$ cat src/include/csi2_defs.svh
`ifndef CSI2_DEFS_SVH
`define CSI2_DEFS_SVH

// width of a PHY word and of a beat's data.
`define CSI2_DATA_W 32

// beats held by each port FIFO, a power of two.
`define CSI2_FIFO_DEPTH 64

// peer ports, the arbiter serves exactly two.
`define CSI2_PORTS 2

`endif

$ cat src/source/stream_pkg.sv
`include "csi2_defs.svh"

package stream_pkg;

  localparam int STRB_W = `CSI2_DATA_W / 8;
  localparam int PORT_W = $clog2(`CSI2_PORTS);

  // one beat of the merged stream.
  typedef struct packed {
    logic                    valid;
    logic [`CSI2_DATA_W-1:0] data;
    logic [STRB_W-1:0]       strb;
    logic                    last;
    logic                    err;
    logic [PORT_W-1:0]       port;
  } beat_t;

  typedef enum logic [1:0] {
    ARB_IDLE   = 2'd0,
    ARB_SERVE0 = 2'd1,
    ARB_SERVE1 = 2'd2
  } arb_state_e;

endpackage

$ cat src/source/pkt_fifo.sv
`timescale 1ns/10ps
`include "csi2_defs.svh"

module pkt_fifo
(
  input  logic              clk_i,
  input  logic              rst_i,
  input  stream_pkg::beat_t beat_i,
  input  logic              pop_i,
  output stream_pkg::beat_t head_o,
  output logic              pkt_avail_o,
  output logic              ovf_o
);

  localparam int DEPTH  = `CSI2_FIFO_DEPTH;
  localparam int ADDR_W = $clog2(DEPTH);

  stream_pkg::beat_t   mem [DEPTH];
  logic [ADDR_W-1:0]   wr_ptr;
  logic [ADDR_W-1:0]   rd_ptr;
  logic [ADDR_W:0]     fill;
  logic [ADDR_W:0]     last_cnt;
  logic                full;
  logic                empty;
  logic                wr_en;
  logic                rd_en;
  logic                wr_last;
  logic                rd_last;

  assign full    = (fill == (ADDR_W+1)'(DEPTH));
  assign empty   = (fill == '0);
  assign wr_en   = beat_i.valid && !full;
  assign rd_en   = pop_i && !empty;
  assign wr_last = wr_en && beat_i.last;
  assign rd_last = rd_en && mem[rd_ptr].last;

  assign pkt_avail_o = (last_cnt != '0);

  always_comb
  begin
    head_o       = mem[rd_ptr];
    head_o.valid = !empty;
  end

  always_ff @(posedge clk_i)
  begin
    if (wr_en)
      mem[wr_ptr] <= beat_i;
  end

  // pointers wrap on their own, depth is a power of two.
  always_ff @(posedge clk_i, posedge rst_i)
  begin
    if (rst_i)
    begin
      wr_ptr   <= '0;
      rd_ptr   <= '0;
      fill     <= '0;
      last_cnt <= '0;
    end
    else
    begin
      if (wr_en)
        wr_ptr <= wr_ptr + 1'b1;
      if (rd_en)
        rd_ptr <= rd_ptr + 1'b1;
      fill     <= fill + wr_en - rd_en;
      last_cnt <= last_cnt + wr_last - rd_last;
    end
  end

  // sticky until reset.
  always_ff @(posedge clk_i, posedge rst_i)
  begin
    if (rst_i)
      ovf_o <= 1'b0;
    else if (beat_i.valid && full)
      ovf_o <= 1'b1;
  end

endmodule

$ cat config.mk
export PLATFORM = sky130hd
export DESIGN_NAME = pkt_fifo
export DESIGN_NICKNAME = d
export VERILOG_FILES = /design/src/source/stream_pkg.sv /design/src/source/pkt_fifo.sv
export VERILOG_INCLUDE_DIRS = /design/src /design/src/include
export SDC_FILE = /design/constraint.sdc
export NUM_CORES = 2
export LEC_CHECK = 0
export BUFFER_PORTS_ARGS = -buffer_cell sky130_fd_sc_hd__buf_2
export CORE_MARGIN = 3
export CORE_UTILIZATION = 23
export CTS_CLUSTER_SIZE = 24
export DETAILED_ROUTE_END_ITERATION = 8
export HOLD_SLACK_MARGIN = 0.05
export PLACE_DENSITY = 0.39
export SETUP_SLACK_MARGIN = 0.05
export SLEW_MARGIN = 10
export SYNTH_ARGS = -nofsm -noshare
export SYNTH_HDL_FRONTEND = slang
export SYNTH_SLANG_ARGS = --single-unit
$ cat constraint.sdc
create_clock -name clk_i -period 9.6 [get_ports clk_i]
set_input_delay 0.48 -clock clk_i [delete_from_list [all_inputs] [get_ports clk_i]]
set_output_delay 0.48 -clock clk_i [all_outputs]
set_load 0.005 [all_outputs]
# After elaboration in Yosys (flattened, before gate mapping)
# Memories as Yosys holds them, arrays and structs flattened.
# Index checks and enable logic that the tools add are counted.
# W data, S select, Z words.
classes:
  n_addsub: 6
  n_eq_ne: 1
  n_mux: 2
  reduce_logical: 9
op_table:
  columns: ["op", "count"]
  rows:
  - ["$add A7 B1 Y7", 2]
  - ["$sub A7 B1 Y7", 2]
  - ["$add A6 B1 Y6 const B", 2]
  - ["$eq A7 B7 Y1 const B", 1]
  - ["$logic_not A7 Y1", 1]
  - ["$reduce_bool A7 Y1", 1]
  - ["$logic_and A1 B1 Y1", 5]
  - ["$logic_not A1 Y1", 2]
  - ["$mux W1", 2]
totals:
  word_cells: 24
  out_inout_bits: 42
  mem_bits_rw: 2560
  regBits: 27
  inputBits: 43
  mem_count: 1
mem_list:
  columns: ["name", "depth", "word_bits", "rd", "rd_ports_with_merged_regs", "wr", "line_no", "text"]
  rows:
  - ["mem", 64, 40, 1, 0, 1, "pkt_fifo.sv:18", "stream_pkg::beat_t mem [DEPTH];"]

# Logic depth before layout (Yosys ltp)
logic_depth:
  word_depth: 6
  depth_mapped: 22
  ltp_nobuf: 17

# Least setup slack after synthesis
# OpenSTA, ideal clock, no wires.
synth_path:
  kind: "flip-flop to flip-flop"
  start: "register rd_ptr[0]"
  end: "register last_cnt[6]"
  t_required_ns: 9.475
  setup_ns: 0.125
  period_less_slack_ns: 3.881
  arrival_time_ns: 3.756
  stages_incl_launch_ff: 23
  slack_ns: 5.719
  n_path_buf: 5
  cell_sequence: "dfrtp_1 -> buf_6 -> buf_8 -> buf_6 -> buf_4 -> buf_4 -> mux2i_1 -> o221ai_1 -> a21oi_1 -> o21ai_0 -> a32o_1 -> and2_1 -> ha_1 -> inv_1 -> ha_1 -> inv_1 -> fa_1 -> nand2b_1 -> a21oi_1 -> o21ai_0 -> a21oi_1 -> nor2_1 -> xnor2_1"
synth_rtl:
  columns: ["element", "line_no", "text"]
  rows:
  - ["from (decl)", "pkt_fifo.sv:20", "logic [ADDR_W-1:0] rd_ptr;"]
  - ["from (signal assigned)", "pkt_fifo.sv:66", "rd_ptr <= rd_ptr + 1'b1;"]
  - ["to (signal assigned)", "pkt_fifo.sv:68", "last_cnt <= last_cnt + wr_last - rd_last;"]
  - ["to (decl)", "pkt_fifo.sv:22", "logic [ADDR_W:0] last_cnt;"]

==> results.ini <==
[yosys]
synth_top_flop_cell = edfxtp_1
synth_seq_cells = 2523
synthCells = 4220
synth_warnings = 0
synth.avg_cell_area_sq_um = 22.9
synth_edf_count = 2496
synth.net_count = 4285
synth_cell_types = 52
synth_area_sq_mm = 0.0968
async_flop_share = 0.0107
seq_area_frac_synth = 0.781

[cells_and_area]
fin_nets = 4606
most-common-layout-cells = edfxtp_1 (2496), mux4_2 (617), clkbuf_16 (294), mux2i_1 (202), buf_4 (169)
fill_cells = 41100
utilization = 0.272
syn2layout_area_growth_pct = 17.4
final_cell_area_sq_mm = 0.114
drive_gt1_frac = 0.288
final_common_cell = edfxtp_1

[drt]
drtIter0Drc = 4881
vias = 47300
drcViolationCount = 0
viasPerCell = 4.61
first_pass_iters = 5
post_drt_wl_per_cell_um = 32.8
drtAntennaViolNets = 0
drt-total-wl_mm = 336

[setup_path]
cp.required_ps = 9120
rr_startpoint = rd_ptr[0]
rr_worst_depth = 18
cp-end-kind = primary output
crit_fanout = 44
reg2reg_slack_ps = 4230
crit_path_start_kind = flip-flop
worstReg2RegEnd = last_cnt[6]
cp.arrival_ps = 5580
critPathKind = flip-flop to primary output

[cts]
htreeDepth = 5
clock_latency_ps = 910
cts_max_path_buffers = 4
cts_setup_buffers = 0
clock_sinks = 2523
path_clk_slew_ps = 60
cts.repair.resized = 0
hold_buffers = 2
cts_tree = built
cts_buffers = 289
root_buffer = clkbuf_16

[placed_design]
gp_congestion = 0.719
place_ws_ps = 4250
place_area_sq_mm = 0.105
io_buffers = 84
hpwl_mm = 182

[min_path]
min_path_cells = 1
min_to = mem[6][24]
hp-start = beat_i[24]
hold_class = primary input to flip-flop

[power]
power_mw = 33.0
power_density_mw_per_mm2 = 290
peakVddDrop_mv = 0.174
total_leakage_power_nw = 34.8

[die]
die_h_um = 655
die_area_sq_mm = 0.429
fp.dieW_um = 655
start_util = 0.232
ioPinCount = 85
core-area_sq_mm = 0.418
rows = 237

[job]
max_cap_viol_count = 0

[global_routing]
grt-ovfl-total = 0
grt_max_degree = 90
grt_usage = 0.155
grt_pass1_vias = 48700
grt_pass1_wl_mm = 452
antenna_found_initial = 43

[sta]
finalCritPeriodShare = 0.631
rsz0062_at_grt = no
fmax_mhz = 165
relSlewSlack = 0.181
worst_pin_slew_ps = 1230
fin_setup_tns_ps = 0
period_needed_ps = 6060
fin_ws_ps = 3540
hold_violations = 0
drv_slew = 0
finClkSkew_ps = 65.4
setup_viol_count_final = 0

[outcome]
status = completed

final cells by class:
| class | count | area, sq um | share of cell area |
|---|---|---|---|
| diodes | 11 | 27.5 | 0.000242 |
| clock buffers | 356 | 7600 | 0.0668 |
| clock inverters | 145 | 1240 | 0.0109 |
| inverters | 24 | 97.6 | 0.000858 |
| multi-input cells | 1440 | 20300 | 0.179 |
| flip-flops and latches | 2523 | 75700 | 0.665 |
| well taps | 5497 | 6880 | 0.0605 |
| repair buffers | 263 | 1880 | 0.0165 |
state kept, by name (all words and copies together) (netlist names):
name,count
ovf_o,1
rd_ptr,6
last_cnt,7
fill,7
wr_ptr,6
mem,2496
how the worst max path moves through the flow:
stage                  endpoint  slack (ps)      start  depth (start not counted)
floorplan           last_cnt[6]        5720  rd_ptr[0]                         22
global placement    last_cnt[6]        4010  rd_ptr[0]                         18
detailed placement  last_cnt[6]        4250  rd_ptr[0]                         18
CTS                   head_o[7]        3320  rd_ptr[1]                          9
global route         head_o[19]        3170  rd_ptr[0]                          9
finish               head_o[21]        3540  rd_ptr[0]                          9
worst max-delay path, stage by stage (launching register included):
cell and delay (ps):
dfrtp_4 1010, buf_4 560, buf_4 770, mux4_2 590
nand2_1 120, a21oi_1 110, a2111oi_0 920, nor3_1 120
a31o_2 280, buf_2 140
report_power, final:
group | internal [mW] | switching [mW]
logic | 3.84 | 5.69
clock network | 5.99 | 4.55
registers | 12.6 | 0.331
synth_stat cells (4+ instances only):
cell type  number  share of area
a2111oi_0      20         0.0018
a211o_1         7        0.00063
a211oi_1       31         0.0024
a21oi_1        75         0.0039
a221o_1         4        0.00041
a221oi_1       16         0.0014
a22o_1          5        0.00045
a22oi_1         9        0.00070
a31o_2          6        0.00054
a31oi_1         5        0.00032
and2_1          5        0.00032
buf_1          22        0.00085
buf_2          63         0.0033
buf_4          44         0.0034
buf_6          19         0.0022
clkbuf_1       84         0.0033
dfrtp_1        27         0.0070
edfxtp_1     2496           0.77
ha_1           20         0.0026
inv_1          22        0.00085
mux2_2         18         0.0021
mux2i_1       202          0.021
mux4_2        617           0.14
nand2_1        60         0.0023
nand3_1         9        0.00047
nand3b_1        5        0.00039
nor2_1        100         0.0039
nor2b_1        20         0.0013
nor3_1         15        0.00078
o21ai_0        58         0.0030
o221ai_1       36         0.0033
o22ai_1        45         0.0029
xnor2_1        15         0.0014
xor2_1          6        0.00054
cells by family (layout without fill, tap and decap cells):
family                   Yosys count  count (layout)  synth area share
multiplexers                     837             837             0.167
buffers and inverters            257             788            0.0141
XOR/XNOR                          21              21           0.00190
adder cells (fa/ha/maj)           22              22           0.00300
AND/OR/NAND/NOR                  226             226            0.0103
flip-flops                      2523            2523             0.781
AO/OA/AOI/OAI                    334             334            0.0231
other                              0              11                 0
stage by stage:
step	cells	hold WS, ps
2_1_floorplan	4220	466
3_3_place_gp	9741	502
3_5_place_dp	9741	494
4_1_cts	10200	187
5_1_grt	10300	123
6_report	10300	109
routing by layer:
layer  global-route usage  vias up  wire (um)
met4               0.0358       18       8000
met5                    0        -        114
met3               0.0230      435      15900
li1                     -    18700          -
met1                0.210    26800     147000
met2                0.261     1370     165000
Note: power is estimated with default switching activity, not from simulation.
