<file path="config.mk">
export PLATFORM = sky130hd
export DESIGN_NAME = stream_arbiter
export DESIGN_NICKNAME = d
export VERILOG_FILES = /design/src/source/stream_pkg.sv /design/src/source/stream_arbiter.sv
export VERILOG_INCLUDE_DIRS = /design/src /design/src/include
export SDC_FILE = /design/constraint.sdc
export NUM_CORES = 1
export LEC_CHECK = 0
export BUFFER_PORTS_ARGS = -buffer_cell sky130_fd_sc_hd__buf_2
export CORE_MARGIN = 8
export CORE_UTILIZATION = 35
export CTS_BUF_LIST = sky130_fd_sc_hd__clkbuf_8 sky130_fd_sc_hd__clkbuf_16
export DETAILED_ROUTE_END_ITERATION = 6
export PLACE_DENSITY_LB_ADDON = 0.05
export SYNTH_ARGS = -nofsm -noshare
export SYNTH_HDL_FRONTEND = slang
export SYNTH_SLANG_ARGS = --single-unit
</file>
<file path="constraint.sdc">
create_clock -name clk_i -period 4.8 [get_ports clk_i]
set_input_delay 0.72 -clock clk_i [delete_from_list [all_inputs] [get_ports clk_i]]
set_output_delay 0.72 -clock clk_i [all_outputs]
set_load 0.02 [all_outputs]
</file>
<file path="src/include/csi2_defs.svh">
`ifndef CSI2_DEFS_SVH
`define CSI2_DEFS_SVH

// width of a PHY word and of a beat's data.
`define CSI2_DATA_W 32

// beats held by each port FIFO, a power of two.
`define CSI2_FIFO_DEPTH 64

// peer ports, the arbiter serves exactly two.
`define CSI2_PORTS 2

`endif

</file>
<file path="src/source/stream_pkg.sv">
`include "csi2_defs.svh"

package stream_pkg;

  localparam int STRB_W = `CSI2_DATA_W / 8;
  localparam int PORT_W = $clog2(`CSI2_PORTS);

  // one beat of the merged stream.
  typedef struct packed {
    logic                    valid;
    logic [`CSI2_DATA_W-1:0] data;
    logic [STRB_W-1:0]       strb;
    logic                    last;
    logic                    err;
    logic [PORT_W-1:0]       port;
  } beat_t;

  typedef enum logic [1:0] {
    ARB_IDLE   = 2'd0,
    ARB_SERVE0 = 2'd1,
    ARB_SERVE1 = 2'd2
  } arb_state_e;

endpackage

</file>
<file path="src/source/stream_arbiter.sv">
`timescale 1ns/10ps

module stream_arbiter
(
  input  logic              clk_i,
  input  logic              rst_i,
  input  stream_pkg::beat_t head0_i,
  input  stream_pkg::beat_t head1_i,
  input  logic              avail0_i,
  input  logic              avail1_i,
  output logic              pop0_o,
  output logic              pop1_o,
  output stream_pkg::beat_t out_o
);

  stream_pkg::arb_state_e state;
  stream_pkg::arb_state_e state_nxt;
  stream_pkg::beat_t      head_sel;
  stream_pkg::beat_t      out_nxt;
  logic                   last_served;
  logic                   serving;
  logic                   sel_port;
  logic                   pkt_done;

  assign pop0_o   = (state == stream_pkg::ARB_SERVE0);
  assign pop1_o   = (state == stream_pkg::ARB_SERVE1);
  assign serving  = pop0_o || pop1_o;
  assign sel_port = pop1_o;
  assign head_sel = pop1_o ? head1_i : head0_i;
  assign pkt_done = serving && head_sel.valid && head_sel.last;

  // round robin, the port not served last wins a tie.
  always_comb
  begin
    state_nxt = state;
    case (state)
      stream_pkg::ARB_IDLE:
        if (avail0_i && avail1_i)
          state_nxt = last_served ? stream_pkg::ARB_SERVE0 : stream_pkg::ARB_SERVE1;
        else if (avail0_i)
          state_nxt = stream_pkg::ARB_SERVE0;
        else if (avail1_i)
          state_nxt = stream_pkg::ARB_SERVE1;
      stream_pkg::ARB_SERVE0, stream_pkg::ARB_SERVE1:
        if (pkt_done)
          state_nxt = stream_pkg::ARB_IDLE;
      default:
        state_nxt = stream_pkg::ARB_IDLE;
    endcase
  end

  always_comb
  begin
    out_nxt       = head_sel;
    out_nxt.valid = serving && head_sel.valid;
    out_nxt.port  = sel_port;
  end

  always_ff @(posedge clk_i, posedge rst_i)
  begin
    if (rst_i)
    begin
      state       <= stream_pkg::ARB_IDLE;
      last_served <= 1'b1;
      out_o       <= '0;
    end
    else
    begin
      state <= state_nxt;
      if (pkt_done)
        last_served <= sel_port;
      out_o <= out_nxt.valid ? out_nxt : '0;
    end
  end

endmodule

</file>
* Yosys cells after proc, flatten, opt, wreduce, memory -nomap -nowiden
Index checks and enable logic that the tools add are counted.
** Storage, ports and cells
- Register bits after elaboration :: 43
- Input bits :: 84
- Output and inout port bits :: 42
- Word-level logic and storage cells :: 27
** Operators by class
- Eq/ne operators :: 4
- Multiplexer cells :: 8
- Reductions and logical operators :: 7
** Operators with widths (number)
- two-way mux 40 bit :: 2
- two-way mux 2 bit :: 5
- != test 4 bit, second input constant :: 1
- case mux 2 bit (2 select lines) :: 1
- logical AND 1 bit :: 3
- == test 2 x 1 -> 1 bit, second input constant :: 1
- == test 2 bit, second input constant :: 1
- logical NOT 2 bit :: 1
- != test 2 bit, second input constant :: 1
- AND reduction 2 bit :: 1
- OR reduction 2 bit :: 1
- logical OR 1 bit :: 1

* Longest topological paths before layout
- Depth in word-level cells :: 6
- Depth in mapped cells :: 8
- Mapped depth without buffers :: 5

* Least setup slack after synthesis
Ideal clock, no wire load.
- Path kind :: register -> register
- From :: register state[0]
- To :: register out_o[29] (netlist bit)
- Library setup time :: 118 ps
- Arrival time :: 1565 ps
- Required time :: 4682 ps
- Slack :: 3117 ps
- Cell stages (with the launch flop) :: 9
- Buffers on the path :: 3
- Clock period less this slack :: 1683 ps
- Cell sequence :: dfrtp_1 > inv_1 > ha_1 > buf_6 > mux2_4 > nand2_2 > buf_6 > buf_6 > nor2_1
** On the way
- Word-level cells in the longest chain between the ends :: 4
- Elaborated cells on any way between the ends :: 6
- Those cells by class :: 2 x eq/ne; 2 x mux; 2 x reduce/logical
** RTL lines
- from (decl) :: RTL line stream_arbiter.sv:16 : stream_pkg::arb_state_e state;
- from (signal assigned) :: RTL line stream_arbiter.sv:63 : state <= stream_pkg::ARB_IDLE;
- from (signal assigned) :: RTL line stream_arbiter.sv:69 : state <= state_nxt;
- == test 2 bit (*) :: RTL line stream_arbiter.sv:26 : assign pop1_o = (state == stream_pkg::ARB_SERVE1);
- net pop1_o :: RTL line stream_arbiter.sv:12 : output logic pop1_o,
- two-way mux 40 bit / logical OR 1 bit (equally long branches) :: RTL line stream_arbiter.sv:29, stream_arbiter.sv:27
- logical AND 1 bit :: RTL line stream_arbiter.sv:55 : out_nxt.valid = serving && head_sel.valid;
- two-way mux 40 bit (*) :: RTL line stream_arbiter.sv:72 : out_o <= out_nxt.valid ? out_nxt : '0;
- to (signal assigned) :: RTL line stream_arbiter.sv:72
- to (decl) :: RTL line stream_arbiter.sv:13 : output stream_pkg::beat_t out_o
Mark *: on every way through the listed nets, which the timed path passes. The rest lies on a longest branch.
A chain may end at the register's enable or synchronous reset.

* Worst setup path in the final report
- From :: register state[0]
- To :: output port pop1_o
** On the way
- Word-level cells in the longest chain between the ends :: 1
** RTL lines (RTL line)
- == test 2 bit :: stream_arbiter.sv:26
- to (decl) :: stream_arbiter.sv:12
Every way passes these cells.

==> summary.md <==
| Metric | Value |
|---|---|
| Run status | `finished clean` |
| Number of flops mapped to enable cells by yosys | `0` |
| Highest clock rate | `0.408 GHz` |
| Crit. Startpoint | `state[0]$_DFFE_PP0P_` |
| Crit path largest cell delay | `630 ps` |
| Commonest cells after routing, fill and taps aside | `123 x buf_2, 42 x dfrtp_1, 38 x nor2_1` |
| Top_reg_cell synth | `dfrtp_1` |
| Hold buffers post-CTS | `0` |
| Gates resized, CTS repair | `0` |
| Core Box Area | `5110 µm²` |
| GRT Total Usage | `12.4%` |
| Hold Crit Class | `register to register` |
| DRC | `0` |
| Total CTS buffers | `5` |
| Worst EP required | `4080 ps` |
| Detailed Routing Iterations Pass 1 | `4` |
| Fin. max-slew vios | `0` |
| GR Util met3 | `4.55%` |
| Min Tclk post-route | `2450 ps` |
| Post-CTS Setup Repair Bufs | `0` |
| Clock Power Share | `17.7%` |
| Tightest Pin Transition | `874 ps` |
| Share of power burned in registers | `35.9%` |
| Share of cells above drive strength 1 | `50.2%` |
| Crit path launch type | `register` |
| Final worst path period share | `51.0%` |
| Gr ovfl total | `0` |
| Hold wc startpoint | `last_served$_DFFE_PP1P_` |
| I/O Buffers | `123` |
| Worst R2R Start | `state[0]$_DFFE_PP0P_` |
| Total wire length | `4860 µm` |
| Routability congestion estimate from global placement | `0.727` |
| Antenna viol nets, final | `0` |
| Clock transition at path regs | `80 ps` |
| Final net count | `361` |
| Switching Share | `39.0%` |
| Clock sink count | `43` |
| Initial antenna violation count | `0` |
| Vias in the first global route | `1512` |
| P_leak | `1.46 nW` |
| Endpoint class of the critical path | `output pin` |
| Layout area overhead | `39.5%` |
| CTS Root Cell | `clkbuf_8` |
| Setup Crit Path Kind | `register to output pin` |
| Psw | `537 µW` |
| Commonest non-fill, non-tap cell in the layout | `buf_2` |
| Post-synth cell types | `22` |
| Slew HR | `41.6%` |
| Final Hold Fails | `0` |
| Die area | `7880 µm²` |
| Design Power | `1.37 mW` |
| Pin count of the biggest net entering global routing | `44` |
| CTS tree | `yes` |
| Part of the Yosys area used for sequential elements | `58.1%` |
| Placed wire-length estimate | `3770 µm` |
| Worst VDD drop | `287 µV` |
| Synthesized cell area | `1850 µm²` |
| Grt met1 use | `14.6%` |
| Synth async-reset ratio | `100%` |
| Detailed router's first-iteration violation count | `16` |
| Clk Latency, worst-skew pair | `290 ps` |
| Top Usage Layer GRT | `met2` |
| Yosys reg bits | `43` |
| M2 GR Usage | `20.3%` |
| Cell Int Power | `838 µW` |
| I/O pins | `126` |
| Vias per cell | `4.25` |
| Critical Path AT | `1730 ps` |
| Part of the power in combinational logic | `46.4%` |
| Pwr dens | `531 nW/µm²` |
| Synth warnings | `0` |
| FP Rows | `26` |
| Clk buf depth | `2` |
| Gate Count Post-Synth | `152` |
| First-pass GRT wire length | `7400 µm` |
| Layout Utilization | `50.6%` |
| Setup Skew | `3.65 ps` |
| Routed vias | `1466` |
| CP max stage cell | `ha_2` |
| Crit Path Max Fanout | `24` |
| DIE WIDTH | `88.8 µm` |
| Reported max-cap violation count | `0` |
| Final setup vio count | `0` |
| # diodes | `0` |
| Wirelength per Cell | `14.1 µm` |
| Crit path cell chain | `inv_1 -> ha_2 -> buf_2` |
| Setup tns final | `0 ps` |
| RSZ-0062 raised after global routing | `false` |
| Post-Syn Area per Cell | `12.2 µm²` |
| Die H | `88.8 µm` |
| Syn nets | `239` |
| Initial Utilization | `36.3%` |
| H-tree Lvls | `2` |
==> synthesized netlist by cell type (2+ instances only) <==
master   number  area (µm²)
buf_2         2        10.0
nor2_1       38         143
inv_1         6        22.5
mux2i_1      37         370
buf_6         5        56.3
and3_1        3        18.8
nand3_1       2        10.0
dfrtp_1      42        1050
a32oi_1       2        17.5
ha_1          3        37.5
==> critical path, delay by kind of cell (launching register included) <==
family                     cells  cell delay, ps
DFF                            1             400
adders and majority gates      1             630
buffers and inverters          2             410
==> stage by stage <==
step	cells	cell area [µm²]	setup WS, ps	hold WS [ps]
2_1_floorplan	152	1850	3080	447
3_3_place_gp	337	2490	2410	468
3_5_place_dp	337	2490	2420	471
4_1_cts	345	2590	2310	484
5_1_grt	345	2590	2230	506
6_report	345	2590	2350	482
==> sequential cells by signal, indices dropped and copies added, names as in the netlist <==
| register | flops |
|---|---|
| out_o | 40 |
| state | 2 |
| last_served | 1 |
==> routing by layer <==
metal | share of wire (%) | up-vias
met5 | 0 | -
met4 | 1.2 | 0
met3 | 10 | 5
met2 | 49 | 60
met1 | 39 | 656
li1 | - | 745
==> cell families (layout without fill, tap and decap cells) <==
group / after synthesis / count (layout) / share of synthesized area [%]
and+or+nand+nor: 46 / 46 / 10.2
AOI/OAI and AO/OA: 6 / 6 / 2.70
DFF: 43 / 43 / 58.1
adders and majority gates: 3 / 3 / 2.02
muxes: 39 / 39 / 21.4
buffers and inverters: 15 / 138 / 5.60
==> final cells by class <==
class                   count  area [µm²]
repair buffers            124         623
clock buffers               7        96.3
flip-flops and latches     43        1080
fillers                   484        2520
inverters                   6        22.5
multi-input cells          94         676
clock inverters             1        3.75
well taps                  70        87.6
==> power by group through the flow <==
stage               logic, mW  registers (mW)  clock network [mW]
global placement        0.655           0.500                   0
detailed placement      0.653           0.502                   0
global route            0.700           0.507               0.272
CTS                     0.654           0.495               0.251
floorplan               0.356           0.634                   0
finish                  0.637           0.494               0.243
==> worst paths after layout <==
path,slack (ps),depth (start not counted),end
worst max-delay path,2350,3,pop1_o
worst min-delay path,480,2,last_served$_DFFE_PP1P_
worst max register to register,2480,5,out_o[36]$_DFF_PP0_
worst min register to register,480,2,last_served$_DFFE_PP1P_
max in group asynchronous,3640,2,out_o[30]$_DFF_PP0_
min in group asynchronous,610,2,out_o[3]$_DFF_PP0_
No activity file was read; power rests on OpenSTA's default activity.
