--- src/include/csi2_defs.svh ---
`ifndef CSI2_DEFS_SVH
`define CSI2_DEFS_SVH

// width of a PHY word and of a beat's data.
`define CSI2_DATA_W 32

// beats held by each port FIFO, a power of two.
`define CSI2_FIFO_DEPTH 64

// peer ports, the arbiter serves exactly two.
`define CSI2_PORTS 2

`endif

--- src/source/csi2_pkg.sv ---
package csi2_pkg;

  // header class, decided by the data type.
  typedef enum logic {
    DT_SHORT = 1'b0,
    DT_LONG  = 1'b1
  } dt_class_e;

  typedef struct packed {
    logic [7:0]  ecc;
    logic [15:0] wc;
    logic [1:0]  vc;
    logic [5:0]  dt;
  } pkt_hdr_t;

  localparam logic [5:0] DT_LONG_MIN = 6'h10;

  function automatic dt_class_e hdr_class(input pkt_hdr_t hdr);
    dt_class_e cls;
    if (hdr.dt < DT_LONG_MIN)
      cls = DT_SHORT;
    else
      cls = DT_LONG;
    return cls;
  endfunction

endpackage

--- src/source/stream_pkg.sv ---
`include "csi2_defs.svh"

package stream_pkg;

  localparam int STRB_W = `CSI2_DATA_W / 8;
  localparam int PORT_W = $clog2(`CSI2_PORTS);

  // one beat of the merged stream.
  typedef struct packed {
    logic                    valid;
    logic [`CSI2_DATA_W-1:0] data;
    logic [STRB_W-1:0]       strb;
    logic                    last;
    logic                    err;
    logic [PORT_W-1:0]       port;
  } beat_t;

  typedef enum logic [1:0] {
    ARB_IDLE   = 2'd0,
    ARB_SERVE0 = 2'd1,
    ARB_SERVE1 = 2'd2
  } arb_state_e;

endpackage

--- src/source/csi2_packetizer.sv ---
`timescale 1ns/10ps
`include "csi2_defs.svh"

module csi2_packetizer
(
  input  logic                    clk_i,
  input  logic                    rst_i,
  input  logic [`CSI2_DATA_W-1:0] data_i,
  input  logic                    valid_i,
  input  logic                    err_i,
  output logic                    phy_rst_o,
  output stream_pkg::beat_t       beat_o
);

  localparam int STRB_W = stream_pkg::STRB_W;

  csi2_pkg::pkt_hdr_t hdr;
  stream_pkg::beat_t  beat_nxt;
  logic               valid_d1;
  logic               pkt_running;
  logic               header_valid;
  logic               short_hdr;
  logic               long_hdr;
  logic               last_word;
  logic               err_word;
  logic [16:0]        bytes_left;
  logic [STRB_W-1:0]  last_strb;

  assign hdr = csi2_pkg::pkt_hdr_t'(data_i);

  // a header is the first valid word outside a packet.
  assign header_valid = valid_i && !valid_d1 && !err_i && !pkt_running;
  assign short_hdr    = header_valid && (csi2_pkg::hdr_class(hdr) == csi2_pkg::DT_SHORT);
  assign long_hdr     = header_valid && (csi2_pkg::hdr_class(hdr) == csi2_pkg::DT_LONG);
  assign last_word    = pkt_running && valid_i && (bytes_left <= 17'(STRB_W));
  assign err_word     = pkt_running && err_i;
  assign phy_rst_o    = short_hdr || last_word || err_i;

  // bytes still owed in the last word.
  always_comb
  begin
    for (int i = 0; i < STRB_W; i++)
      last_strb[i] = (i < bytes_left);
  end

  always_comb
  begin
    beat_nxt       = '0;
    beat_nxt.valid = header_valid || (pkt_running && (valid_i || err_i));
    beat_nxt.data  = data_i;
    beat_nxt.strb  = last_word ? last_strb : '1;
    beat_nxt.last  = short_hdr || last_word || err_word;
    beat_nxt.err   = err_word;
  end

  always_ff @(posedge clk_i, posedge rst_i)
  begin
    if (rst_i)
      valid_d1 <= 1'b0;
    else
      valid_d1 <= valid_i;
  end

  always_ff @(posedge clk_i, posedge rst_i)
  begin
    if (rst_i)
      pkt_running <= 1'b0;
    else if (long_hdr)
      pkt_running <= 1'b1;
    else if (last_word || err_word)
      pkt_running <= 1'b0;
  end

  // payload plus two crc bytes, four per word.
  always_ff @(posedge clk_i, posedge rst_i)
  begin
    if (rst_i)
      bytes_left <= '0;
    else if (long_hdr)
      bytes_left <= {1'b0, hdr.wc} + 17'd2;
    else if (pkt_running && valid_i)
      bytes_left <= bytes_left - 17'(STRB_W);
  end

  always_ff @(posedge clk_i, posedge rst_i)
  begin
    if (rst_i)
      beat_o <= '0;
    else if (beat_nxt.valid)
      beat_o <= beat_nxt;
    else
      beat_o <= '0;
  end

endmodule

--- config.mk ---
export PLATFORM = sky130hd
export DESIGN_NAME = csi2_packetizer
export DESIGN_NICKNAME = d
export VERILOG_FILES = /design/src/source/csi2_pkg.sv /design/src/source/stream_pkg.sv /design/src/source/csi2_packetizer.sv
export VERILOG_INCLUDE_DIRS = /design/src /design/src/include
export SDC_FILE = /design/constraint.sdc
export NUM_CORES = 1
export LEC_CHECK = 0
export BUFFER_PORTS_ARGS = -buffer_cell sky130_fd_sc_hd__buf_2
export CORE_UTILIZATION = 40
export CTS_CLUSTER_SIZE = 25
export DETAILED_ROUTE_END_ITERATION = 10
export PLACE_DENSITY = 0.64
export SLEW_MARGIN = 15
export SYNTH_ARGS = -nofsm -noshare
export SYNTH_HDL_FRONTEND = slang
export SYNTH_SLANG_ARGS = --single-unit
export TNS_END_PERCENT = 20
--- constraint.sdc ---
create_clock -name clk_i -period 2.81 [get_ports clk_i]
set_input_delay 0.1405 -clock clk_i [delete_from_list [all_inputs] [get_ports clk_i]]
set_output_delay 0.1405 -clock clk_i [all_outputs]
set_load 0.005 [all_outputs]
# Word level (Yosys, flattened, before mapping)
# Cells that the tools add are included.
# totals
mem_count	0
in_bits	36
word_cells	44
rom_bits	0
latchBits	0
reg_bits	59
ramBits	0
# classes
n_addsub	2
n_lt_le_gt_ge	6
n_bitwise	0
mul	0
n_reduce_logical	20
n_eq_ne	0
n_shift	0
muxes	7
div_mod_pow	0
# op_table
op	n
40-bit 2-to-1 mux	1
1-bit by 17-bit < comparator with 1-bit output (first input constant)	2
2-bit by 17-bit < comparator with 1-bit output (first input constant)	2
17-bit 2-to-1 mux	2
16-bit by 2-bit adder with 17-bit output (second input constant)	1
17-bit by 3-bit less-or-equal comparator with 1-bit output (second input constant)	1
17-bit by 3-bit subtractor with 17-bit output (second input constant)	1
1-bit logical AND	9
1-bit logical OR	6
6-bit by 5-bit < comparator with 1-bit output (second input constant)	1
4-bit 2-to-1 mux	1
2-bit nonzero test	2
1-bit zero test	3
1-bit 2-to-1 mux	3

# Longest topological paths before layout
# Gate-level depths: netlist of the first run.
# depth
word_depth	8
ltp_mapped	6
ltp_nobuf	6

# Worst setup path before layout of the first run
# Ideal clock, no wire load.
# synth_path
path_kind	reg2out
startpoint	reg bytes_left[12]
endpoint	out phy_rst_o
path_slack_ns	1.095
t_required_ns	2.670
arrival_ns	1.574
path_stages_with_launch	5
cell_sequence	dfrtp_1 > or3_4 > or4_4 > nor3_2 > a211o_2
# synth_between
elab_chain_cells	4
# synth_lines
element	line	text
from (decl)	csi2_packetizer.sv:26	logic [16:0] bytes_left;
from (signal assigned)	csi2_packetizer.sv:80	bytes_left <= {1'b0, hdr.wc} + 17'd2;
from (signal assigned)	csi2_packetizer.sv:82	bytes_left <= bytes_left - 17'(STRB_W);
17-bit by 3-bit less-or-equal comparator with 1-bit output	csi2_packetizer.sv:35	assign last_word = pkt_running && valid_i && (bytes_left <= 17'(STRB_W));
1-bit logical AND	csi2_packetizer.sv:35	
1-bit logical OR (2 in a row)	csi2_packetizer.sv:37	assign phy_rst_o = short_hdr || last_word || err_i;
to (decl)	csi2_packetizer.sv:11	output logic phy_rst_o,
# Every way passes these cells.

# Worst setup path after layout of the first run
# Same ends and word-level chain as after synthesis.

==> results of run 1 <==
-- sequential cells by signal, indices dropped and copies added, names as in the netlist --
register / count
valid_d1: 1
beat_o: 39
bytes_left: 17
pkt_running: 1
-- area by class of cell --
class,instances,share of cell area
clock inverters,2,0.0109
clock buffers,14,0.0506
well taps,75,0.0292
multi-input cells,160,0.325
flip-flops and latches,58,0.452
repair buffers,78,0.125
inverters,7,0.00818
-- worst paths after layout --
check | to | slack (ns) | cells past startpoint
setup / recovery | phy_rst_o | 0.56 | 5
hold / removal | valid_d1$_DFF_PP0_ | 0.005 | 1
setup reg to reg | bytes_left[6]$_DFFE_PP0N_ | 0.88 | 5
hold reg to reg | bytes_left[10]$_DFFE_PP0N_ | 0.49 | 1
max in group asynchronous | beat_o[4]$_DFF_PP0_ | 1.61 | 4
min in group asynchronous | beat_o[7]$_DFF_PP0_ | 0.36 | 3
-- cell families after synthesis --
group	Yosys count
buffers and inverters	13
muxes	5
adders and majority gates	3
other	1
and+or+nand+nor	105
xor gates and xnor gates	21
AOI/OAI and AO/OA	25
DFF	58
-- placed cells by master, fill, tap and decap left out, types with 2 or more instances in the layout --
| cell type | synthesis | routed |
|---|---|---|
| buf_4 | 1 | 2 |
| a211oi_1 | 2 | 2 |
| clkbuf_8 | 0 | 11 |
| a31oi_1 | 2 | 2 |
| nor3_2 | 2 | 2 |
| xor2_1 | 9 | 9 |
| nor2_1 | 20 | 20 |
| mux2i_1 | 5 | 5 |
| and3_1 | 2 | 2 |
| o221ai_1 | 2 | 2 |
| clkbuf_1 | 3 | 3 |
| nand4_1 | 3 | 3 |
| a41oi_1 | 2 | 2 |
| xnor2_1 | 12 | 12 |
| a21oi_1 | 5 | 5 |
| buf_2 | 2 | 75 |
| and2_1 | 35 | 35 |
| o22ai_1 | 2 | 2 |
| dfrtp_1 | 58 | 58 |
| a211o_2 | 2 | 2 |
| inv_1 | 7 | 6 |
| ha_1 | 3 | 3 |
| nor4_1 | 2 | 2 |
| o21ai_0 | 5 | 5 |
| nor3_1 | 8 | 8 |
| nand2_1 | 18 | 18 |
| nand3_1 | 6 | 6 |
-- what timing repair did --
action,4_1_cts,5_1_grt
endpoints found under the setup margin,0,0
hold buffers,1,0
endpoints found under the hold margin,21,0
-- where the power goes --
part	internal (mW)	switching, mW	leakage [nW]	total, mW
registers	0.948	0.0871	0.749	1.04
clock network	0.458	0.320	0.101	0.778
logic	0.170	0.188	0.746	0.359
total	1.58	0.596	1.59	2.17
-- stage by stage --
step,setup slack [ns],hold WS [ns]
floorplan,1.10,0.172
finish,0.557,0.00452
detailed placement,0.874,0.180
global placement,0.896,0.170
CTS,0.550,0.000402
global route,0.451,0.0000967
-- routing by layer --
layer  wire [µm]  up-vias
met3         389       11
met2        2490       64
met1        2400      897
li1            -      952
met5           0        -
met4         109        0
-- synth_stat cells, types with 2 or more instances --
library cell and count:
nand2_1 18, buf_2 2, clkbuf_1 3, a41oi_1 2, a211o_2 2, o21ai_0 5, nor2_1 20, a21oi_1 5
nor3_2 2, and3_1 2, o221ai_1 2, a211oi_1 2, nor4_1 2, ha_1 3, nand3_1 6, o22ai_1 2
xor2_1 9, a31oi_1 2, mux2i_1 5, nor3_1 8, inv_1 7, nand4_1 3, dfrtp_1 58, and2_1 35
xnor2_1 12
-- worst reg2reg max path, cell delays in order (launching register included) --
cell and delay (ns):
dfrtp_1 0.43, nand2b_4 0.18, or4_1 0.73, a21oi_1 0.25
o22ai_1 0.09, a41oi_1 0.17
==> flow_summary.toml, run 1 <==
[status]
status = "complete, no violations"

[worst_setup_path]
startpoint = "bytes_left[12]$_DFFE_PP0N_"
crit_chain = "or3_4 > or4_4 > nor3_2 > a211o_2 > buf_2"
worst-path-buf-inv = 1
cpMaxStageDelayCell = "or4_4"
slowest_delay_ns = 0.45
criticalPathCategory = "flop to primary output"
crit_family = "simple AND/OR/NAND/NOR gates"
required_ns = 2.67
end_kind = "primary output"
crit_path_start_kind = "flop"
cp.arrival_ns = 2.11
reg2reg_from = "pkt_running$_DFFE_PP0P_"
crit_fanout = 4

[final_layout]
stdcell_count = 394
finish.utilization = 0.533
drive_gt1_frac = 0.313
register_area_um2 = 1450
final_cell_area_um2 = 3210
n_antenna_cell = 0
nFillCells = 579
multi_input_area_um2 = 1040
area_growth_pct = 26.0
fin_nets = 353

[global_routing]
use_met3 = 0.0433
grt_use_met2 = 0.285
grt_pass1_wl_mm = 8.67
grt.met1_usage = 0.219
grt_pass1_vias = 1864
antenna_found_initial = 0
grt_overflow = 0
grt.busiest_layer = "met2"
grt_max_degree = 38
track_usage = 0.178

[timing]
worst_pin_slew_ns = 0.736
finClkSkew_ns = 0.00447
relSlewSlack = 0.509
setup_tns_ns = 0
final-hold-violation-count = 0
fmax_ghz = 0.444
slew_viol_final = 0
setup-violations-final = 0
fin_crit_sh = 0.802
rsz0062_at_grt = "false"
min_period_ns = 2.25

[logic_synthesis]
synthFlopType = "dfrtp_1"
synth_compound_area_frac = 0.0673
syn_nets = 270
synthMuxAreaShare = 0.0196
ys_top_cells_by_area = "dfrtp_1, and2_1, xnor2_1"
synthCells = 231
synth_seq_area_share = 0.569
avgSynthCellArea_um2 = 11.0
synthXorXnorAreaFrac = 0.0722
synth-simple-area-share = 0.234
synth_cell_types = 39
synthArstFlopShare = 1.00
ys_warn_count = 0
synth.largest_area_cell = "dfrtp_1"
synth.ff_latch_count = 58
synth_edf_count = 0
yosysTopAreaCellShare = 0.569
synth_fa_ha_area_frac = 0.0147
syn_area_um2 = 2550
synth_top_family_by_area = "simple AND/OR/NAND/NOR gates"

[clocking]
clock_latency_ns = 0.33
cts_resized = 0
cts-htree-levels = 3
clk_pin_slew_ns = 0.06
root_buffer = "clkbuf_8"
cts_buffers = 9
clock_sinks = 58
ctsLongestPathBuffers = 2
tritoncts = "built"
postCtsSetupRepairBufs = 0

[floorplan]
core_area_um2 = 6030
die_y_um = 81.8
dieArea_um2 = 6700
die_w_um = 81.8
row_count = 28
io_pins = 77
start_util = 0.423

[detailed_routing]
vias_per_cell = 4.88
drt_wl_total_mm = 5.38
first_pass_iters = 4
drt.antenna.violating_nets = 0
remaining_drc_errors = 0
vias = 1924
drt_iter0_markers = 90
wl_per_cell_um = 13.7

[place]
placed_cell_area_um2 = 3000
hpwl_mm = 3.86
port_buffers = 75
gp_congestion = 0.780
dp_cells = 377

[power]
p_per_area_nw_per_um2 = 676
finalPower_mw = 2.17
p_leak_nw = 1.59
ir_worst_vdd_mv = 0.324

[min_path]
hold_start = "valid_i"
hold_path_class = "input pin to flop"

[job]
cap_violations = 0
(Power assumes the default switching activity.)
==> run 2, diff against run 1 <==
- PLACE_DENSITY: 0.64 -> 0.66
- clock period: 2.81 -> 1.95 ns (I/O delays scaled with it)
==> flow_summary.toml, run 2 (synthesis results as in run 1) <==
[status]
status = "finished, violations left"
violations = "setup timing"

[clocking]
clock_sinks = 58
cts_buffers = 9
tritoncts = "built"
clk_pin_slew_ns = 0.06
root_buffer = "clkbuf_8"
clock_latency_ns = 0.34
cts-htree-levels = 3
ctsLongestPathBuffers = 2

[place]
hpwl_mm = 3.89
gp_congestion = 0.796
place_ws_ns = 0.0876
placed_cell_area_um2 = 3050
port_buffers = 75
dp_cells = 383

[final_layout]
top_regs = "beat_o x39, bytes_left x17"
final_cell_area_um2 = 3500
n_antenna_cell = 0
layout_common_cells = "buf_2, dfrtp_1, and2_1"
nFillCells = 558
register_area_um2 = 1450
top_register = "beat_o"
stdcell_count = 422
area_growth_pct = 37.5
largest_reg_flops = 39
fin_nets = 382
multi_input_area_um2 = 1050
drive_gt1_frac = 0.317
finish.utilization = 0.581
final_common_cell = "buf_2"

[worst_setup_path]
reg2reg_from = "bytes_left[12]$_DFFE_PP0N_"
cpMaxStageDelayCell = "or4_4"
required_ns = 1.85
crit_family = "simple AND/OR/NAND/NOR gates"
crit_path_start_kind = "flop"
reg2regPathDepth = 5
ff2ff_setup_slack_ns = 0.23
crit_fanout = 4
end_kind = "primary output"
crit_chain = "or3_4 > or4_4 > nor3_4 > a211o_2 > buf_6"
r2r_end = "pkt_running$_DFFE_PP0P_"
worst-path-buf-inv = 1
path_depth = 5
cp.arrival_ns = 1.96
criticalPathCategory = "flop to primary output"
slowest_delay_ns = 0.46

[timing]
setup-violations-final = 1
setup_tns_ns = -0.111
relSlewSlack = 0.486
rsz0062_at_grt = "true"
worst_pin_slew_ns = 0.770
slew_viol_final = 0
min_period_ns = 2.06
final-hold-violation-count = 0
holdWs_ns = 0.0135
fin_crit_sh = 1.06
finClkSkew_ns = 0.00392
fmax_ghz = 0.485
layout_setup_ws_ns = -0.111

[detailed_routing]
remaining_drc_errors = 0
drt-met1-wl_mm = 2.52
drt_wl_total_mm = 5.78
wl_per_cell_um = 13.7
vias = 2073
vias_per_cell = 4.91
wl_met3_um = 327
first_pass_iters = 5
routed-wl-met2_mm = 2.87
drt_iter0_markers = 108
drt.antenna.violating_nets = 0
top_layer_used = "met4"

[min_path]
worstHoldEndpoint = "beat_o[28]$_DFF_PP0_"
holdPathStages = 2
hold_path_class = "input pin to flop"
hold_start = "data_i[21]"

[power]
switching_share = 0.273
internal-power_mw = 2.37
p_per_area_nw_per_um2 = 929
power_switching_uw = 889
finalPower_mw = 3.26
p_leak_nw = 1.74
power_frac_seq = 0.456
ir_worst_vdd_mv = 0.670
pwr-share-clk = 0.360
power_frac_comb = 0.184

[floorplan]
dieArea_um2 = 6700
io_pins = 77
row_count = 28
die_y_um = 81.8
die_w_um = 81.8
core_area_um2 = 6030
start_util = 0.423

[global_routing]
grt_pass1_vias = 1989
antenna_found_initial = 0
grt_pass1_wl_mm = 9.65
grt_max_degree = 59
grt_overflow = 0
track_usage = 0.200

[job]
cap_violations = 0
[run 2: cell count changes in the layout (fill, tap and decap cells not counted), moves of 2 or more]
cell | previous run | this run
clkinv_2 | 1 | 3
dlygate4sd3_1 | 1 | 22
clkbuf_1 | 3 | 0
buf_4 | 2 | 10
clkbuf_8 | 11 | 9
[run 2: repair_timing]
action | 4_1_cts | 5_1_grt
resized for setup | 1 | 1
setup endpoints to repair | 1 | 1
pin swaps | 1 | 0
setup buffers | 2 | 0
hold endpoints to repair | 80 | 0
hold buffers | 22 | 0
gates cloned | 0 | 0
[run 2: per-layer routing]
metal | track usage | vias to the layer above
met5 | 0 | -
met4 | 0.0649 | 0
met3 | 0.0778 | 4
met2 | 0.338 | 67
met1 | 0.232 | 995
li1 | - | 1007
[run 2: worst max-delay path by stage]
stage,startpoint,end,slack (ns)
after global routing,bytes_left[13]$_DFFE_PP0N_,phy_rst_o,-0.19
after floorplan,bytes_left[12]$_DFFE_PP0N_,phy_rst_o,0.28
after detailed placement,bytes_left[12]$_DFFE_PP0N_,phy_rst_o,0.09
after global placement,bytes_left[12]$_DFFE_PP0N_,phy_rst_o,0.11
final,bytes_left[12]$_DFFE_PP0N_,phy_rst_o,-0.11
after CTS,bytes_left[13]$_DFFE_PP0N_,phy_rst_o,-0.13
[run 2: layout make-up]
cell class,count,area share
clock buffer,9,0.0354
inverter,7,0.00750
tap,75,0.0268
timing repair buffer,107,0.193
multi-input combinational,160,0.299
sequential,58,0.414
clock inverter,6,0.0236
[run 2: worst reg2reg max path, cell delays in order, from the launching register on]
cell and delay (ns):
dfrtp_1 0.38, or3_4 0.40, or4_4 0.46, nor3_4 0.16, buf_4 0.14, o31ai_1 0.06
[run 2: power groups by stage]
| stage | logic (mW) | registers, mW | clock network, mW |
|---|---|---|---|
| final | 0.598 | 1.48 | 1.17 |
| after global routing | 0.682 | 1.51 | 1.26 |
| after CTS | 0.604 | 1.48 | 1.20 |
| after detailed placement | 0.546 | 1.51 | 0 |
| after global placement | 0.526 | 1.50 | 0 |
| after floorplan | 0.338 | 1.49 | 0 |
==> run 3, diff against run 2 <==
- CAP_MARGIN: not set -> 20
- CORE_UTILIZATION: 40 -> 46
- PLACE_DENSITY: 0.66 -> 0.74
- SKIP_LAST_GASP: not set -> 1
==> flow_summary.toml, run 3 (synthesis results as in run 1) <==
[global_routing]
grt_overflow = 0
antenna_found_initial = 0
grt_max_degree = 37
track_usage = 0.206
grt_pass1_vias = 1997
grt_pass1_wl_mm = 9.32

[status]
violations = "setup timing"
status = "finished, violations left"

[final_layout]
finish.utilization = 0.660
final_cell_area_um2 = 3440
top_register = "beat_o"
multi_input_area_um2 = 1050
drive_gt1_frac = 0.317
layout_common_cells = "buf_2, dfrtp_1, and2_1"
largest_reg_flops = 39
nFillCells = 396
area_growth_pct = 34.9
top_regs = "beat_o x39, bytes_left x17"
n_antenna_cell = 0
final_common_cell = "buf_2"
fin_nets = 375
register_area_um2 = 1450

[worst_setup_path]
cp.arrival_ns = 1.95
crit_chain = "or3_4 > or4_4 > nor3_4 > a211o_2 > buf_2"
criticalPathCategory = "flop to primary output"
cpMaxStageDelayCell = "or4_4"
required_ns = 1.85
end_kind = "primary output"
slowest_delay_ns = 0.46
crit_path_start_kind = "flop"
crit_fanout = 4

[clocking]
tritoncts = "built"
clock_sinks = 58
cts_buffers = 9
ctsLongestPathBuffers = 2
clk_pin_slew_ns = 0.08
clock_latency_ns = 0.34
root_buffer = "clkbuf_8"
cts-htree-levels = 3

[timing]
fin_crit_sh = 1.05
slew_viol_final = 0
worst_pin_slew_ns = 0.626
setup-violations-final = 1
holdWs_ns = 0.00322
layout_setup_ws_ns = -0.0953
fmax_ghz = 0.489
min_period_ns = 2.05
relSlewSlack = 0.579
finClkSkew_ns = 0.0138
rsz0062_at_grt = "true"
final-hold-violation-count = 0

[detailed_routing]
drt.antenna.violating_nets = 0
vias_per_cell = 4.91
drt_wl_total_mm = 5.50
vias = 2018
remaining_drc_errors = 0
first_pass_iters = 4
wl_per_cell_um = 13.4
drt_iter0_markers = 155

[power]
finalPower_mw = 3.19
p_per_area_nw_per_um2 = 929
p_leak_nw = 1.71
ir_worst_vdd_mv = 0.589

[floorplan]
dieArea_um2 = 5840
start_util = 0.490
core_area_um2 = 5200
die_w_um = 76.4
io_pins = 77
row_count = 26
die_y_um = 76.4

[place]
place_ws_ns = 0.0791
hpwl_mm = 3.89
port_buffers = 75
gp_congestion = 0.848
placed_cell_area_um2 = 3040

[job]
cap_violations = 0

[min_path]
hold_path_class = "input pin to flop"
[run 3: cell count changes in the layout (fill, tap and decap cells not counted)]
cell,before,now
dlygate4sd3_1,22,17
buf_12,0,1
buf_2,74,75
buf_6,1,0
bufinv_16,2,1
buf_4,10,7
clkinv_2,3,1
clkbuf_8,9,11
clkinvlp_4,1,2
clkbuf_1,0,1
[run 3: cell type report]
class | instances | share of cell area
tap | 70 | 0.0255
sequential | 58 | 0.422
clock inverter | 4 | 0.0146
inverter | 7 | 0.00764
multi-input combinational | 160 | 0.305
clock buffer | 12 | 0.0451
timing repair buffer | 100 | 0.180
[run 3: worst paths after layout]
path                                                 start                          to  slack (ns)  cells past startpoint
worst max-delay path            bytes_left[12]$_DFFE_PP0N_                   phy_rst_o        -0.1                      5
worst min-delay path                            data_i[22]        beat_o[29]$_DFF_PP0_       0.003                      2
worst max register to register     pkt_running$_DFFE_PP0P_   bytes_left[6]$_DFFE_PP0N_        0.22                      5
worst min register to register  bytes_left[10]$_DFFE_PP0N_  bytes_left[10]$_DFFE_PP0N_        0.48                      1
max in group asynchronous                            rst_i   bytes_left[8]$_DFFE_PP0N_        1.05                      4
min in group asynchronous                            rst_i        beat_o[32]$_DFF_PP0_        0.33                      3
[run 3: power breakdown]
part	internal (mW)	total, mW	switching, mW
sequential	1.37	1.49	0.123
combinational	0.288	0.583	0.294
clock	0.658	1.12	0.465
total	2.31	3.19	0.882
[run 3: critical path, delay by kind of cell (launching register included)]
| family | cells | cell delay [ns] |
|---|---|---|
| buffers and inverters | 1 | 0.10 |
| AOI/OAI and AO/OA | 1 | 0.12 |
| DFF | 1 | 0.38 |
| and+or+nand+nor | 3 | 1.01 |
[run 3: through the flow]
| step | setup TNS [ns] | cells |
|---|---|---|
| 2_1_floorplan | 0 | 231 |
| 3_3_place_gp | 0 | 376 |
| 3_5_place_dp | 0 | 376 |
| 4_1_cts | -0.107 | 411 |
| 5_1_grt | -0.177 | 411 |
| 6_report | -0.0953 | 411 |
[run 3: timing repair]
action | CTS | global route
endpoints found under the hold margin | 39 | 0
gates resized for setup | 1 | 0
setup buffers | 2 | 0
endpoints found under the setup margin | 1 | 1
hold buffers | 17 | 0
pin swaps | 1 | 0
[run 3: per-layer routing]
layer	part of all wire	global-route usage
met1	0.43	0.253
met2	0.48	0.347
met3	0.067	0.0551
met4	0.015	0.0788
met5	0	0
